**config.mk**
```make
export PLATFORM = sky130hd
export DESIGN_NAME = moesi_cache_top
export DESIGN_NICKNAME = d
export VERILOG_FILES = /design/src/verilog/cache_pkg.sv /design/src/verilog/moesi_cache_top.sv /design/src/verilog/response_result.sv /design/src/verilog/coherence_execute.sv /design/src/verilog/cache_store.sv /design/src/verilog/request_decode.sv
export VERILOG_INCLUDE_DIRS = /design/src /design/src/verilog
export SDC_FILE = /design/constraint.sdc
export NUM_CORES = 2
export LEC_CHECK = 0
export BUFFER_PORTS_ARGS = -buffer_cell sky130_fd_sc_hd__buf_2
export CORE_MARGIN = 2
export CORE_UTILIZATION = 60
export DETAILED_ROUTE_END_ITERATION = 12
export PLACE_DENSITY = 0.73
export SYNTH_ARGS = -nofsm -noshare
export SYNTH_HDL_FRONTEND = slang
export SYNTH_HIERARCHICAL = 1
export SYNTH_SLANG_ARGS = --single-unit
```
**constraint.sdc**
```tcl
create_clock -name clk -period 5 [get_ports clk]
set_input_delay 0.5 -clock clk [delete_from_list [all_inputs] [get_ports clk]]
set_output_delay 0.5 -clock clk [all_outputs]
set_load 0.1 [all_outputs]
```
**src/verilog/cache_params.svh**
```systemverilog
`ifndef CACHE_PARAMS_SVH
`define CACHE_PARAMS_SVH

// ---------------------------------------------------------------------------
// cache geometry, direct mapped
// ---------------------------------------------------------------------------

`define CACHE_LINES 128 // lines in the array

`define ADDR_WIDTH  9   // cpu and directory address
`define DATA_WIDTH  8   // one byte per line

// address split, tag on top of index
`define TAG_WIDTH   2   // addr[8:7]
`define INDEX_WIDTH 7   // addr[6:0]

`endif
```
**src/verilog/cache_pkg.sv**
```systemverilog
`include "cache_params.svh"

package cache_pkg;

  // ---------------------------------------------------------------------------
  // vector types
  // ---------------------------------------------------------------------------
  typedef logic [`ADDR_WIDTH-1:0]  addr_t;  // full address
  typedef logic [`DATA_WIDTH-1:0]  data_t;  // line payload
  typedef logic [`TAG_WIDTH-1:0]   tag_t;   // upper address bits
  typedef logic [`INDEX_WIDTH-1:0] index_t; // line select

  // ---------------------------------------------------------------------------
  // line state, same code is kept in the store
  // ---------------------------------------------------------------------------
  typedef enum logic [2:0] {
    line_i = 3'b000, // invalid
    line_s = 3'b001, // shared, clean
    line_e = 3'b010, // exclusive, clean
    line_o = 3'b011, // owned, dirty and shared
    line_m = 3'b100  // modified, dirty and private
  } moesi_e;

  // kind of the transaction in flight
  typedef enum logic [2:0] {
    op_none      = 3'd0,
    op_cpu_read  = 3'd1,
    op_cpu_write = 3'd2,
    op_dir_inv   = 3'd3, // directory invalidate
    op_dir_gets  = 3'd4  // directory get-shared
  } op_e;

endpackage

```
**src/verilog/moesi_cache_top.sv**
```systemverilog
module moesi_cache_top
  import cache_pkg::*;
(
  input  logic  clk,
  input  logic  rst_n,
  // cpu side
  input  logic  cpu_read_req,
  input  addr_t cpu_read_addr,
  output logic  cpu_read_ack,
  output data_t cpu_read_data,
  input  logic  cpu_write_req,
  input  addr_t cpu_write_addr,
  input  data_t cpu_write_data,
  output logic  cpu_write_ack,
  // directory requests from the cache
  output logic  read_s,
  output logic  read_ex,
  output addr_t cache_req_addr,
  output logic  write_back,
  output tag_t  wb_tag,
  output data_t wb_data,
  input  logic  read_s_ack,
  input  logic  read_ex_ack,
  input  data_t mem_data,
  input  logic  shared,
  // directory requests to the cache
  input  logic  inv_req,
  input  addr_t inv_addr,
  output logic  inv_ack,
  input  logic  gets_req,
  input  addr_t gets_addr,
  output logic  gets_ack,
  output data_t owned_data
);

  logic   op_valid, op_done;
  op_e    op;
  addr_t  op_addr;
  index_t op_index, rd_index, wr_index;
  tag_t   op_tag, rd_tag, wr_tag;
  data_t  op_wdata, rd_data, wr_data;
  moesi_e rd_state, wr_state;
  logic   wr_en, wr_data_en;
  logic   done;
  op_e    done_op;
  data_t  done_rdata, done_wbdata, done_owned;

  assign op_done = done; // frees the decoder

  // ---------------------------------------------------------------------------
  // pipeline, decode -> store -> execute -> result
  // ---------------------------------------------------------------------------
  request_decode i_request_decode (
    .clk, .rst_n,
    .cpu_read_req, .cpu_read_addr,
    .cpu_write_req, .cpu_write_addr, .cpu_write_data,
    .inv_req, .inv_addr, .gets_req, .gets_addr,
    .op_done,
    .op_valid, .op, .op_addr, .op_index, .op_tag, .op_wdata,
    .rd_index
  );

  cache_store i_cache_store (
    .clk, .rst_n,
    .rd_index,
    .wr_en, .wr_index, .wr_state, .wr_tag, .wr_data, .wr_data_en,
    .rd_state, .rd_tag, .rd_data
  );

  coherence_execute i_coherence_execute (
    .clk, .rst_n,
    .op_valid, .op, .op_addr, .op_index, .op_tag, .op_wdata,
    .rd_state, .rd_tag, .rd_data,
    .read_s_ack, .read_ex_ack, .mem_data, .shared,
    .wr_en, .wr_index, .wr_state, .wr_tag, .wr_data, .wr_data_en,
    .read_s, .read_ex, .cache_req_addr, .write_back, .wb_tag,
    .done, .done_op, .done_rdata, .done_wbdata, .done_owned
  );

  response_result i_response_result (
    .clk, .rst_n,
    .done, .done_op, .done_rdata, .done_wbdata, .done_owned,
    .cpu_read_ack, .cpu_read_data, .cpu_write_ack,
    .inv_ack, .wb_data, .gets_ack, .owned_data
  );

endmodule

```
**src/verilog/response_result.sv**
```systemverilog
module response_result
  import cache_pkg::*;
(
  input  logic  clk,
  input  logic  rst_n,
  input  logic  done,
  input  op_e   done_op,
  input  data_t done_rdata,
  input  data_t done_wbdata,
  input  data_t done_owned,
  output logic  cpu_read_ack,
  output data_t cpu_read_data,
  output logic  cpu_write_ack,
  output logic  inv_ack,
  output data_t wb_data,
  output logic  gets_ack,
  output data_t owned_data
);

  logic rd_done, wr_done, inv_done, gets_done;

  // steer the done pulse by transaction kind
  assign rd_done   = done && (done_op == op_cpu_read);
  assign wr_done   = done && (done_op == op_cpu_write);
  assign inv_done  = done && (done_op == op_dir_inv);
  assign gets_done = done && (done_op == op_dir_gets);

  // ---------------------------------------------------------------------------
  // ack pulses, one per completed op
  // ---------------------------------------------------------------------------
  always_ff @(posedge clk) begin
    if (!rst_n) begin
      cpu_read_ack  <= 1'b0;
      cpu_write_ack <= 1'b0;
      inv_ack       <= 1'b0;
      gets_ack      <= 1'b0;
    end else begin
      cpu_read_ack  <= rd_done;      // done is single cycle, so are these
      cpu_write_ack <= wr_done;
      inv_ack       <= inv_done;
      gets_ack      <= gets_done;
    end
  end

  // return bytes, zero outside their ack
  always_ff @(posedge clk) begin
    if (!rst_n) begin
      cpu_read_data <= '0;
      owned_data    <= '0;
      wb_data       <= '0;
    end else begin
      cpu_read_data <= rd_done ? done_rdata : '0;
      owned_data    <= gets_done ? done_owned : '0;
      // execute keeps this nonzero only for inv done or a pending write-back
      wb_data       <= done_wbdata;
    end
  end

endmodule

```
**src/verilog/coherence_execute.sv**
```systemverilog
module coherence_execute
  import cache_pkg::*;
(
  input  logic   clk,
  input  logic   rst_n,
  input  logic   op_valid,
  input  op_e    op,
  input  addr_t  op_addr,
  input  index_t op_index,
  input  tag_t   op_tag,
  input  data_t  op_wdata,
  input  moesi_e rd_state,
  input  tag_t   rd_tag,
  input  data_t  rd_data,
  input  logic   read_s_ack,
  input  logic   read_ex_ack,
  input  data_t  mem_data,
  input  logic   shared,
  output logic   wr_en,
  output index_t wr_index,
  output moesi_e wr_state,
  output tag_t   wr_tag,
  output data_t  wr_data,
  output logic   wr_data_en,
  output logic   read_s,
  output logic   read_ex,
  output addr_t  cache_req_addr,
  output logic   write_back,
  output tag_t   wb_tag,
  output logic   done,
  output op_e    done_op,
  output data_t  done_rdata,
  output data_t  done_wbdata,
  output data_t  done_owned
);

  typedef enum logic [1:0] {idle, lookup, wait_dir} fsm_e;

  fsm_e  state;
  logic  valid_line, hit, evict, write_ok, dir_done;
  logic  done_q;   // fast path completion
  data_t rdata_q;  // read hit byte
  data_t owned_q;  // gets data
  data_t wb_hold;  // victim or invalidate byte

  // ---------------------------------------------------------------------------
  // hit detection on the line read out of the store
  // ---------------------------------------------------------------------------
  assign valid_line = (rd_state != line_i);
  assign hit        = valid_line && (rd_tag == op_tag);
  assign evict      = valid_line && (rd_tag != op_tag) &&
                      ((op == op_cpu_read) || (op == op_cpu_write)); // dirty or clean victim
  assign write_ok   = hit && ((rd_state == line_e) || (rd_state == line_m)); // no dir needed
  assign dir_done   = (state == wait_dir) &&
                      ((read_s && read_s_ack) || (read_ex && read_ex_ack));

  // line update, MOESI next state
  always_comb begin
    wr_en      = 1'b0;
    wr_index   = op_index;
    wr_tag     = op_tag;
    wr_state   = rd_state;
    wr_data    = op_wdata;
    wr_data_en = 1'b0;
    if (dir_done) begin              // fill on the directory ack
      wr_en      = 1'b1;
      wr_data_en = 1'b1;
      if (read_s) begin
        wr_state = shared ? line_s : line_e;
        wr_data  = mem_data;
      end else begin
        wr_state = line_m;           // cpu byte wins over mem_data
      end
    end else if ((state == lookup) && hit) begin
      case (op)
        op_cpu_write: begin
          if (write_ok) begin        // e/m -> m, silent upgrade
            wr_en      = 1'b1;
            wr_state   = line_m;
            wr_data_en = 1'b1;
          end
        end
        op_dir_inv: begin
          wr_en    = 1'b1;
          wr_state = line_i;
        end
        op_dir_gets: begin
          wr_en = 1'b1;
          case (rd_state)
            line_e:  wr_state = line_s;
            line_m:  wr_state = line_o;
            default: wr_state = rd_state; // s and o stay
          endcase
        end
        default: wr_en = 1'b0;       // read hit, state unchanged
      endcase
    end
  end

  // ---------------------------------------------------------------------------
  // transaction FSM and directory requests
  // ---------------------------------------------------------------------------
  always_ff @(posedge clk) begin
    if (!rst_n) begin
      state      <= idle;
      read_s     <= 1'b0;
      read_ex    <= 1'b0;
      write_back <= 1'b0;
      done_q     <= 1'b0;
      wb_hold    <= '0;
    end else begin
      done_q <= 1'b0;
      case (state)
        idle: begin
          wb_hold <= '0;             // inv byte lives one cycle
          if (op_valid) state <= lookup;
        end
        lookup: begin
          write_back <= evict;       // rises with read_s/read_ex
          if (evict) wb_hold <= rd_data;
          case (op)
            op_cpu_read: begin
              if (hit) begin
                done_q <= 1'b1;
                state  <= idle;
              end else begin
                read_s <= 1'b1;
                state  <= wait_dir;
              end
            end
            op_cpu_write: begin
              if (write_ok) begin
                done_q <= 1'b1;
                state  <= idle;
              end else begin         // miss, or s/o upgrade
                read_ex <= 1'b1;
                state   <= wait_dir;
              end
            end
            op_dir_inv: begin
              done_q <= 1'b1;
              state  <= idle;
              if (hit && (rd_state != line_s)) wb_hold <= rd_data; // e, o, m
            end
            op_dir_gets: begin
              done_q <= 1'b1;
              state  <= idle;
            end
            default: state <= idle;
          endcase
        end
        wait_dir: begin
          if (dir_done) begin        // drop requests the cycle after ack
            read_s     <= 1'b0;
            read_ex    <= 1'b0;
            write_back <= 1'b0;
            wb_hold    <= '0;
            state      <= idle;
          end
        end
        default: state <= idle;
      endcase
    end
  end

  // payload captured in lookup
  always_ff @(posedge clk) begin
    if (state == lookup) begin
      rdata_q        <= rd_data;
      cache_req_addr <= op_addr;
      wb_tag         <= rd_tag;      // victim tag
      owned_q        <= (hit && ((rd_state == line_o) || (rd_state == line_m))) ?
                        rd_data : '0;
    end
  end

  // miss completion bypasses the done register so the ack follows the dir ack
  assign done        = done_q || dir_done;
  assign done_op     = op;           // decode holds op until the next capture
  assign done_rdata  = dir_done ? mem_data : rdata_q;
  assign done_wbdata = ((state == lookup) && evict) ? rd_data :
                       (dir_done ? '0 : wb_hold);
  assign done_owned  = owned_q;

endmodule

```
**src/verilog/cache_store.sv**
```systemverilog
`include "cache_params.svh"

module cache_store
  import cache_pkg::*;
(
  input  logic   clk,
  input  logic   rst_n,
  input  index_t rd_index,
  input  logic   wr_en,
  input  index_t wr_index,
  input  moesi_e wr_state,
  input  tag_t   wr_tag,
  input  data_t  wr_data,
  input  logic   wr_data_en,
  output moesi_e rd_state,
  output tag_t   rd_tag,
  output data_t  rd_data
);

  moesi_e state_mem [`CACHE_LINES]; // per line coherence state
  tag_t   tag_mem   [`CACHE_LINES];
  data_t  data_mem  [`CACHE_LINES];

  // write port, state and tag always, data on demand
  always_ff @(posedge clk) begin
    if (!rst_n) begin
      for (int i = 0; i < `CACHE_LINES; i++) begin
        state_mem[i] <= line_i;          // whole cache empty
        tag_mem[i]   <= '0;
        data_mem[i]  <= '0;
      end
    end else if (wr_en) begin
      state_mem[wr_index] <= wr_state;
      tag_mem[wr_index]   <= wr_tag;
      if (wr_data_en) begin
        data_mem[wr_index] <= wr_data;   // inv and gets keep the byte
      end
    end
  end

  // registered read, one cycle after rd_index
  always_ff @(posedge clk) begin
    rd_state <= state_mem[rd_index];
    rd_tag   <= tag_mem[rd_index];
    rd_data  <= data_mem[rd_index];
  end

endmodule

```
**src/verilog/request_decode.sv**
```systemverilog
`include "cache_params.svh"

module request_decode
  import cache_pkg::*;
(
  input  logic   clk,
  input  logic   rst_n,
  input  logic   cpu_read_req,
  input  addr_t  cpu_read_addr,
  input  logic   cpu_write_req,
  input  addr_t  cpu_write_addr,
  input  data_t  cpu_write_data,
  input  logic   inv_req,
  input  addr_t  inv_addr,
  input  logic   gets_req,
  input  addr_t  gets_addr,
  input  logic   op_done,
  output logic   op_valid,
  output op_e    op,
  output addr_t  op_addr,
  output index_t op_index,
  output tag_t   op_tag,
  output data_t  op_wdata,
  output index_t rd_index
);

  logic  busy;     // one transaction at a time
  op_e   mask_op;  // source acked this cycle, its req is still up
  op_e   sel_op;
  addr_t sel_addr;

  // fixed priority, directory before cpu
  always_comb begin
    sel_op   = op_none;
    sel_addr = cpu_read_addr;
    if (inv_req && (mask_op != op_dir_inv)) begin
      sel_op   = op_dir_inv;
      sel_addr = inv_addr;
    end else if (gets_req && (mask_op != op_dir_gets)) begin
      sel_op   = op_dir_gets;
      sel_addr = gets_addr;
    end else if (cpu_write_req && (mask_op != op_cpu_write)) begin
      sel_op   = op_cpu_write;
      sel_addr = cpu_write_addr;
    end else if (cpu_read_req && (mask_op != op_cpu_read)) begin
      sel_op   = op_cpu_read;
    end
  end

  // control, busy until execute reports done
  always_ff @(posedge clk) begin
    if (!rst_n) begin
      busy     <= 1'b0;
      op_valid <= 1'b0;
      op       <= op_none;
      mask_op  <= op_none;
    end else begin
      op_valid <= 1'b0;              // single cycle strobe
      mask_op  <= op_none;
      if (op_done) begin
        busy    <= 1'b0;
        mask_op <= op;               // hide the acked source for one cycle
      end else if (!busy && (sel_op != op_none)) begin
        busy     <= 1'b1;
        op_valid <= 1'b1;
        op       <= sel_op;
      end
    end
  end

  // payload capture, address split into tag and index
  always_ff @(posedge clk) begin
    if (!busy && (sel_op != op_none)) begin
      op_addr  <= sel_addr;
      op_tag   <= sel_addr[`ADDR_WIDTH-1 -: `TAG_WIDTH];
      op_index <= sel_addr[`INDEX_WIDTH-1:0];
      op_wdata <= cpu_write_data;    // only meaningful for writes
    end
  end

  assign rd_index = op_index;        // store lookup in the op_valid cycle

endmodule

```
* Word level (Yosys, flattened, before mapping)
Memories as Yosys holds them, arrays and structs flattened. A register that Yosys moved wholly into a read port is not among the register bits.
Cells that the tools add are included.
** Word-level totals
- Memory bits (writable) :: 1664
- Output and inout bits :: 42
- Bits in registers :: 103
- Logic and storage cells :: 161
- Input bits :: 61
- Memories kept :: 3
** Cells by class
- Equality and inequality tests :: 22
- Reductions and logical operators :: 45
- Bitwise operators :: 2
- Mux-type cells :: 64
** Memory list
- i_cache_store.data_mem :: depth 128, bits a word 8, read ports 1, clocked after Yosys merged registers in 1, wr ports 128, line cache_store.sv:22 : data_t data_mem [`CACHE_LINES];
- i_cache_store.state_mem :: depth 128, bits a word 3, read ports 1, clocked after Yosys merged registers in 1, wr ports 128, line cache_store.sv:20 : moesi_e state_mem [`CACHE_LINES];
- i_cache_store.tag_mem :: depth 128, bits a word 2, read ports 1, clocked after Yosys merged registers in 1, wr ports 128, line cache_store.sv:21 : tag_t tag_mem [`CACHE_LINES];
** Operators by type and width (number)
- $mux W8 :: 9
- $mux W9 :: 3
- $mux W1 :: 25
- $mux W3 :: 8
- $pmux W8 S3 :: 1
- $mux W7 :: 3
- $logic_and A1 B1 Y1 :: 20
- $reduce_and A2 Y1 :: 7
- $eq A3 B2 Y1 const B :: 4
- $mux W2 :: 6
- $pmux W3 S3 :: 1
- $reduce_bool A3 Y1 :: 3
- $pmux W1 S2 :: 4
- $reduce_and A4 Y1 :: 2
- $reduce_or A8 Y1 :: 1
- $eq A3 B3 Y1 const B :: 2
- $ne A2 B1 Y1 const B :: 3
- $ne A2 B2 Y1 const B :: 3
- $ne A3 B1 Y1 const B :: 2
- $ne A3 B2 Y1 const B :: 2
- $pmux W2 S3 :: 1
- $pmux W3 S2 :: 1
- $reduce_or A2 Y1 :: 3
- $logic_or A1 B1 Y1 :: 5
- other kinds (13) :: 14

* Depth between registers and ports, before layout
- Depth after elaboration :: 13
- Depth in mapped cells :: 14
- Mapped depth without buffers :: 9

* Hierarchy
The synthesis kept the hierarchy.
** Modules (own cells, without submodules)
- cache_store :: instances 1, area each 78175.0 µm², seq. area each 50228.2 µm², cells an instance 5077
- coherence_execute :: instances 1, area each 2358.5 µm², seq. area each 1091.0 µm², cells an instance 213
- request_decode :: instances 1, area each 1335.0 µm², seq. area each 670.6 µm², cells an instance 130
- response_result :: instances 1, area each 873.3 µm², seq. area each 560.5 µm², cells an instance 82

* Worst setup path before layout
Ideal clock, no wire load.
- Kind :: reg-to-reg
- Start :: register i_coherence_execute.state[1]
- End :: memory i_cache_store/data_mem[83][0] (netlist name), enable pin
- Required time :: 4.671 ns
- Setup time :: 0.329 ns
- Path buffers :: 4
- Arrival time :: 3.622 ns
- Period minus slack after synthesis :: 3.950 ns
- Setup slack :: 1.050 ns
- Cell stages (with the launch flop) :: 14
- Cells stage by stage :: dfxtp_1 -> inv_1 -> ha_1 -> buf_1 -> o31a_1 -> o21ai_0 -> o31ai_1 -> clkbuf_1 -> nand4b_1 -> clkbuf_1 -> nor3_1 -> clkbuf_1 -> nand2_1 -> nand2_1
** RTL lines
- start, declared :: line coherence_execute.sv:39 : fsm_e state;
- start signal, assigned :: line coherence_execute.sv:105 : state <= idle;
- start signal, assigned :: line coherence_execute.sv:116 : if (op_valid) state <= lookup;
- start signal, assigned :: line coherence_execute.sv:125 : state <= idle;
- end, declared :: line cache_store.sv:22

==> results.tsv <==
stage	metric	value	unit
die	Die Wd	375	um
critical_path	CP Class	reg2reg	
cts	post-CTS sizing	0	
global_route	gr usage total	30.8	%
routing	DRC	0	
placed_design	post-DP HPWL	136000	um
die	floorplan row count	136	
power	Static Leakage	36.3	nW
die	Starting Density	60.3	%
power	switching share of total power	24.6	%
yosys	Warnings, synthesis	6	
timing	clock skew	33.9	ps
timing	Final setup viols	0	
critical_path	crit-path max FO	13	
cts	Clock Tree Buf Depth	3	
power	pwr/cell area	372	nW/um^2
finish	nets	5433	
flow_run	max_cap viols	0	
power	Clk pwr share	39.2	%
routing	DRT Pass-1 Iters	6	
critical_path	Startpoint Class	register	
yosys	Synth Net Count	5567	
die	core area	137000	sq um
timing	Slew headroom	17.2	%
yosys	post-synth top area cell	edfxtp_1	
power	Pwr Total	33.8	mW
cts	clk slew on worst S/H paths	60	ps
critical_path	worst path bufs/invs	3	
global_route	first-pass GRT wire length	319000	um
critical_path	Critical Path RT	5490	ps
power	largest vdd supply drop	0.000299	V
timing	fmax	252	MHz
timing	unrepaired setup endpoints after global routing	false	
die	Die H	375	um
critical_path	CP peak stage delay	590	ps
yosys	Synth async-reset ratio	0	%
timing	TNS Setup	0	ps
finish	synthesis-to-finish area growth	9.97	%
cts	Clock Latency Late Sink	830	ps
timing	Final Max Tran Viols	0	
cts	htree depth	4	
cts	CTS tree	built	
global_route	initial antenna violation count	19	
power	Sequential Power Share	50.3	%
routing	Via Count	48900	
cts	Root Buffer	clkbuf_16	
yosys	Seq cells post-synth	1771	
finish	Util after Layout	66.3	%
yosys	Mapped Area	82700	sq um
routing	routed len/inst	29.4	um
finish	fin cells	7326	
critical_path	CP delay by family, top	simple AND/OR/NAND/NOR gates	
critical_path	CP dominant cell by count	buf_4	
yosys	cell count after synthesis	5502	
timing	minimum clock period	3960	ps
cts	postcts setup bufs	0	
routing	Initial DRC Count	7155	
finish	layout cells sized above 1	21.9	%
power	internal power	25.5	mW
yosys	number of synthesized flops with an enable pin	1708	
timing	Least-Margin Pin Slew	1240	ps
hold_path	Hold Path Class	in2reg	
yosys	sequential area share after synthesis	63.5	%
placed_design	Placed Instances	6963	
die	I/O pins	103	
global_route	total grt overflow	0	
timing	fin crit share	79.2	%
routing	Vias/cell	6.67	
global_route	largest net degree at the start of global routing	165	
yosys	synthesized area per cell	15.0	sq um
timing	Hold Vio Cnt, Final	0	
cts	Sink Count	1771	
routing	Detailed Route WL	216000	um
critical_path	Critical Path, Cell by Cell	nor3b_2 > o21ai_0 > o31ai_2 > buf_4 > nand3_1 > buf_4 > nor3_1 > buf_4 > nand2_1 > nand2_1	
die	full die area	141000	sq um
power	Comb pwr share	10.4	%
routing	Antenna Nets Post-Route	0	
global_route	number of global-route vias before repair	47500	
critical_path	element type at the critical path end	register	
placed_design	Buffers on Ports	102	
placed_design	placer congestion estimate	0.860	
yosys	synth unique cells	73	
power	Psw	8.34	mW
outcome	status	completed	
yosys	Yosys top cell area share	62.0	%
yosys	Synth area leaders	edfxtp_1 62%, mux4_2 15%, and3_1 7.8%	
yosys	Main synth FF type	edfxtp_1	
critical_path	Worst Path Arrival	4450	ps
cts	CTS buffer count	182	
critical_path	slowest stage cell, crit path	dfxtp_1	
tightest hold or removal path: stages:
cell,delay (ps)
buf_2,70
nand2_1,40
o31ai_1,120
cell type report:
type	instances	area, sq um
flip-flops and latches	1771	52600
fillers	9216	46200
multi-input cells	3031	27500
clock buffers	234	4790
repair buffers	361	2840
well taps	1794	2240
clock inverters	109	1010
inverters	21	78.8
diodes	5	12.5
cell usage in the layout (no fill, tap or decap), types with 11 or more instances in the layout:
master and count:
clkinv_2 24, dfxtp_1 63, nand2b_1 140, bufinv_16 13
nor2_1 25, mux2_2 22, dlygate4sd3_1 15, clkbuf_16 183
and3_1 1036, inv_6 11, inv_1 20, nand2_1 304
clkinv_1 43, mux4_2 546, nor3_1 133, edfxtp_1 1708
nor3_2 11, buf_2 101, buf_4 217, and2_1 657
clkbuf_1 49, buf_12 27
power by group through the flow:
stage	Sequential (mW)	Clock (mW)	Combinational, mW
2_1_floorplan	17.2	0	2.17
3_3_place_gp	17.3	0	3.45
3_5_place_dp	17.3	0	3.48
4_1_cts	17.0	13.4	3.50
5_1_grt	17.1	14.0	3.66
6_report	17.0	13.3	3.53
Yosys cell counts (all sizes together), types with 5 or more instances:
cell / count
nand2b: 140
a21oi: 11
or3: 5
mux2: 31
inv: 21
and3: 1036
nor3: 144
dfxtp: 63
buf: 102
a211oi: 12
mux4: 546
a32o: 8
and2: 657
o31ai: 11
or3b: 6
edfxtp: 1708
nand2: 305
o21ai: 5
nand3b: 8
mux2i: 10
nand3: 10
nor2: 26
clkbuf: 577
routing by layer:
metal,part of all wire (%),track usage (%)
met3,11,6.64
met2,47,46.8
met5,0.035,0
met4,3.5,10.7
met1,38,44.7
through the flow:
step	setup slack [ps]	hold WS, ps	area [sq um]
floorplan	1050	428	82700
global placement	1250	449	85000
detailed placement	1150	454	85000
CTS	1120	2.11	91000
global route	800	5.24	91000
finish	1040	48.1	91000
kinds of logic after synthesis:
kind of cell / Yosys count / share of synthesized area, %
AO/OA/AOI/OAI: 69 / 0.696
XOR/XNOR: 6 / 0.0635
adder cells (fa/ha/maj): 4 / 0.0605
buffers and inverters: 700 / 3.42
flip-flops: 1771 / 63.5
multiplexers: 587 / 15.4
AND/OR/NAND/NOR: 2365 / 16.8
timing repair:
action / CTS / global route
hold buffers: 15 / 0
setup endpoints to repair: 0 / 0
hold endpoints to repair: 15 / 0
sequential cells by signal, indices dropped and copies added (netlist names), 9 cells and up:
name                                flops
i_cache_store/state_mem               384
i_coherence_execute/cache_req_addr      9
i_cache_store/data_mem               1024
i_cache_store/tag_mem                 256
i_request_decode/op_addr                9
path summary, 6_finish.rpt:
path / start / endpoint / slack, ps / cells after the start
max: i_request_decode/op[2]$_SDFFE_PN0P_ / i_cache_store/data_mem[26][5]$_SDFFCE_PN0P_ / 1040 / 10
min: inv_addr[3] / i_request_decode/op_addr[3]$_DFFE_PP_ / 50 / 3
max reg2reg: i_request_decode/op[2]$_SDFFE_PN0P_ / i_cache_store/data_mem[26][5]$_SDFFCE_PN0P_ / 1040 / 10
min reg2reg: i_coherence_execute/done_owned[5]$_SDFFCE_PN0P_ / i_response_result/owned_data[5]$_SDFF_PN0_ / 460 / 2
Note: power is estimated with default switching activity, not from simulation.
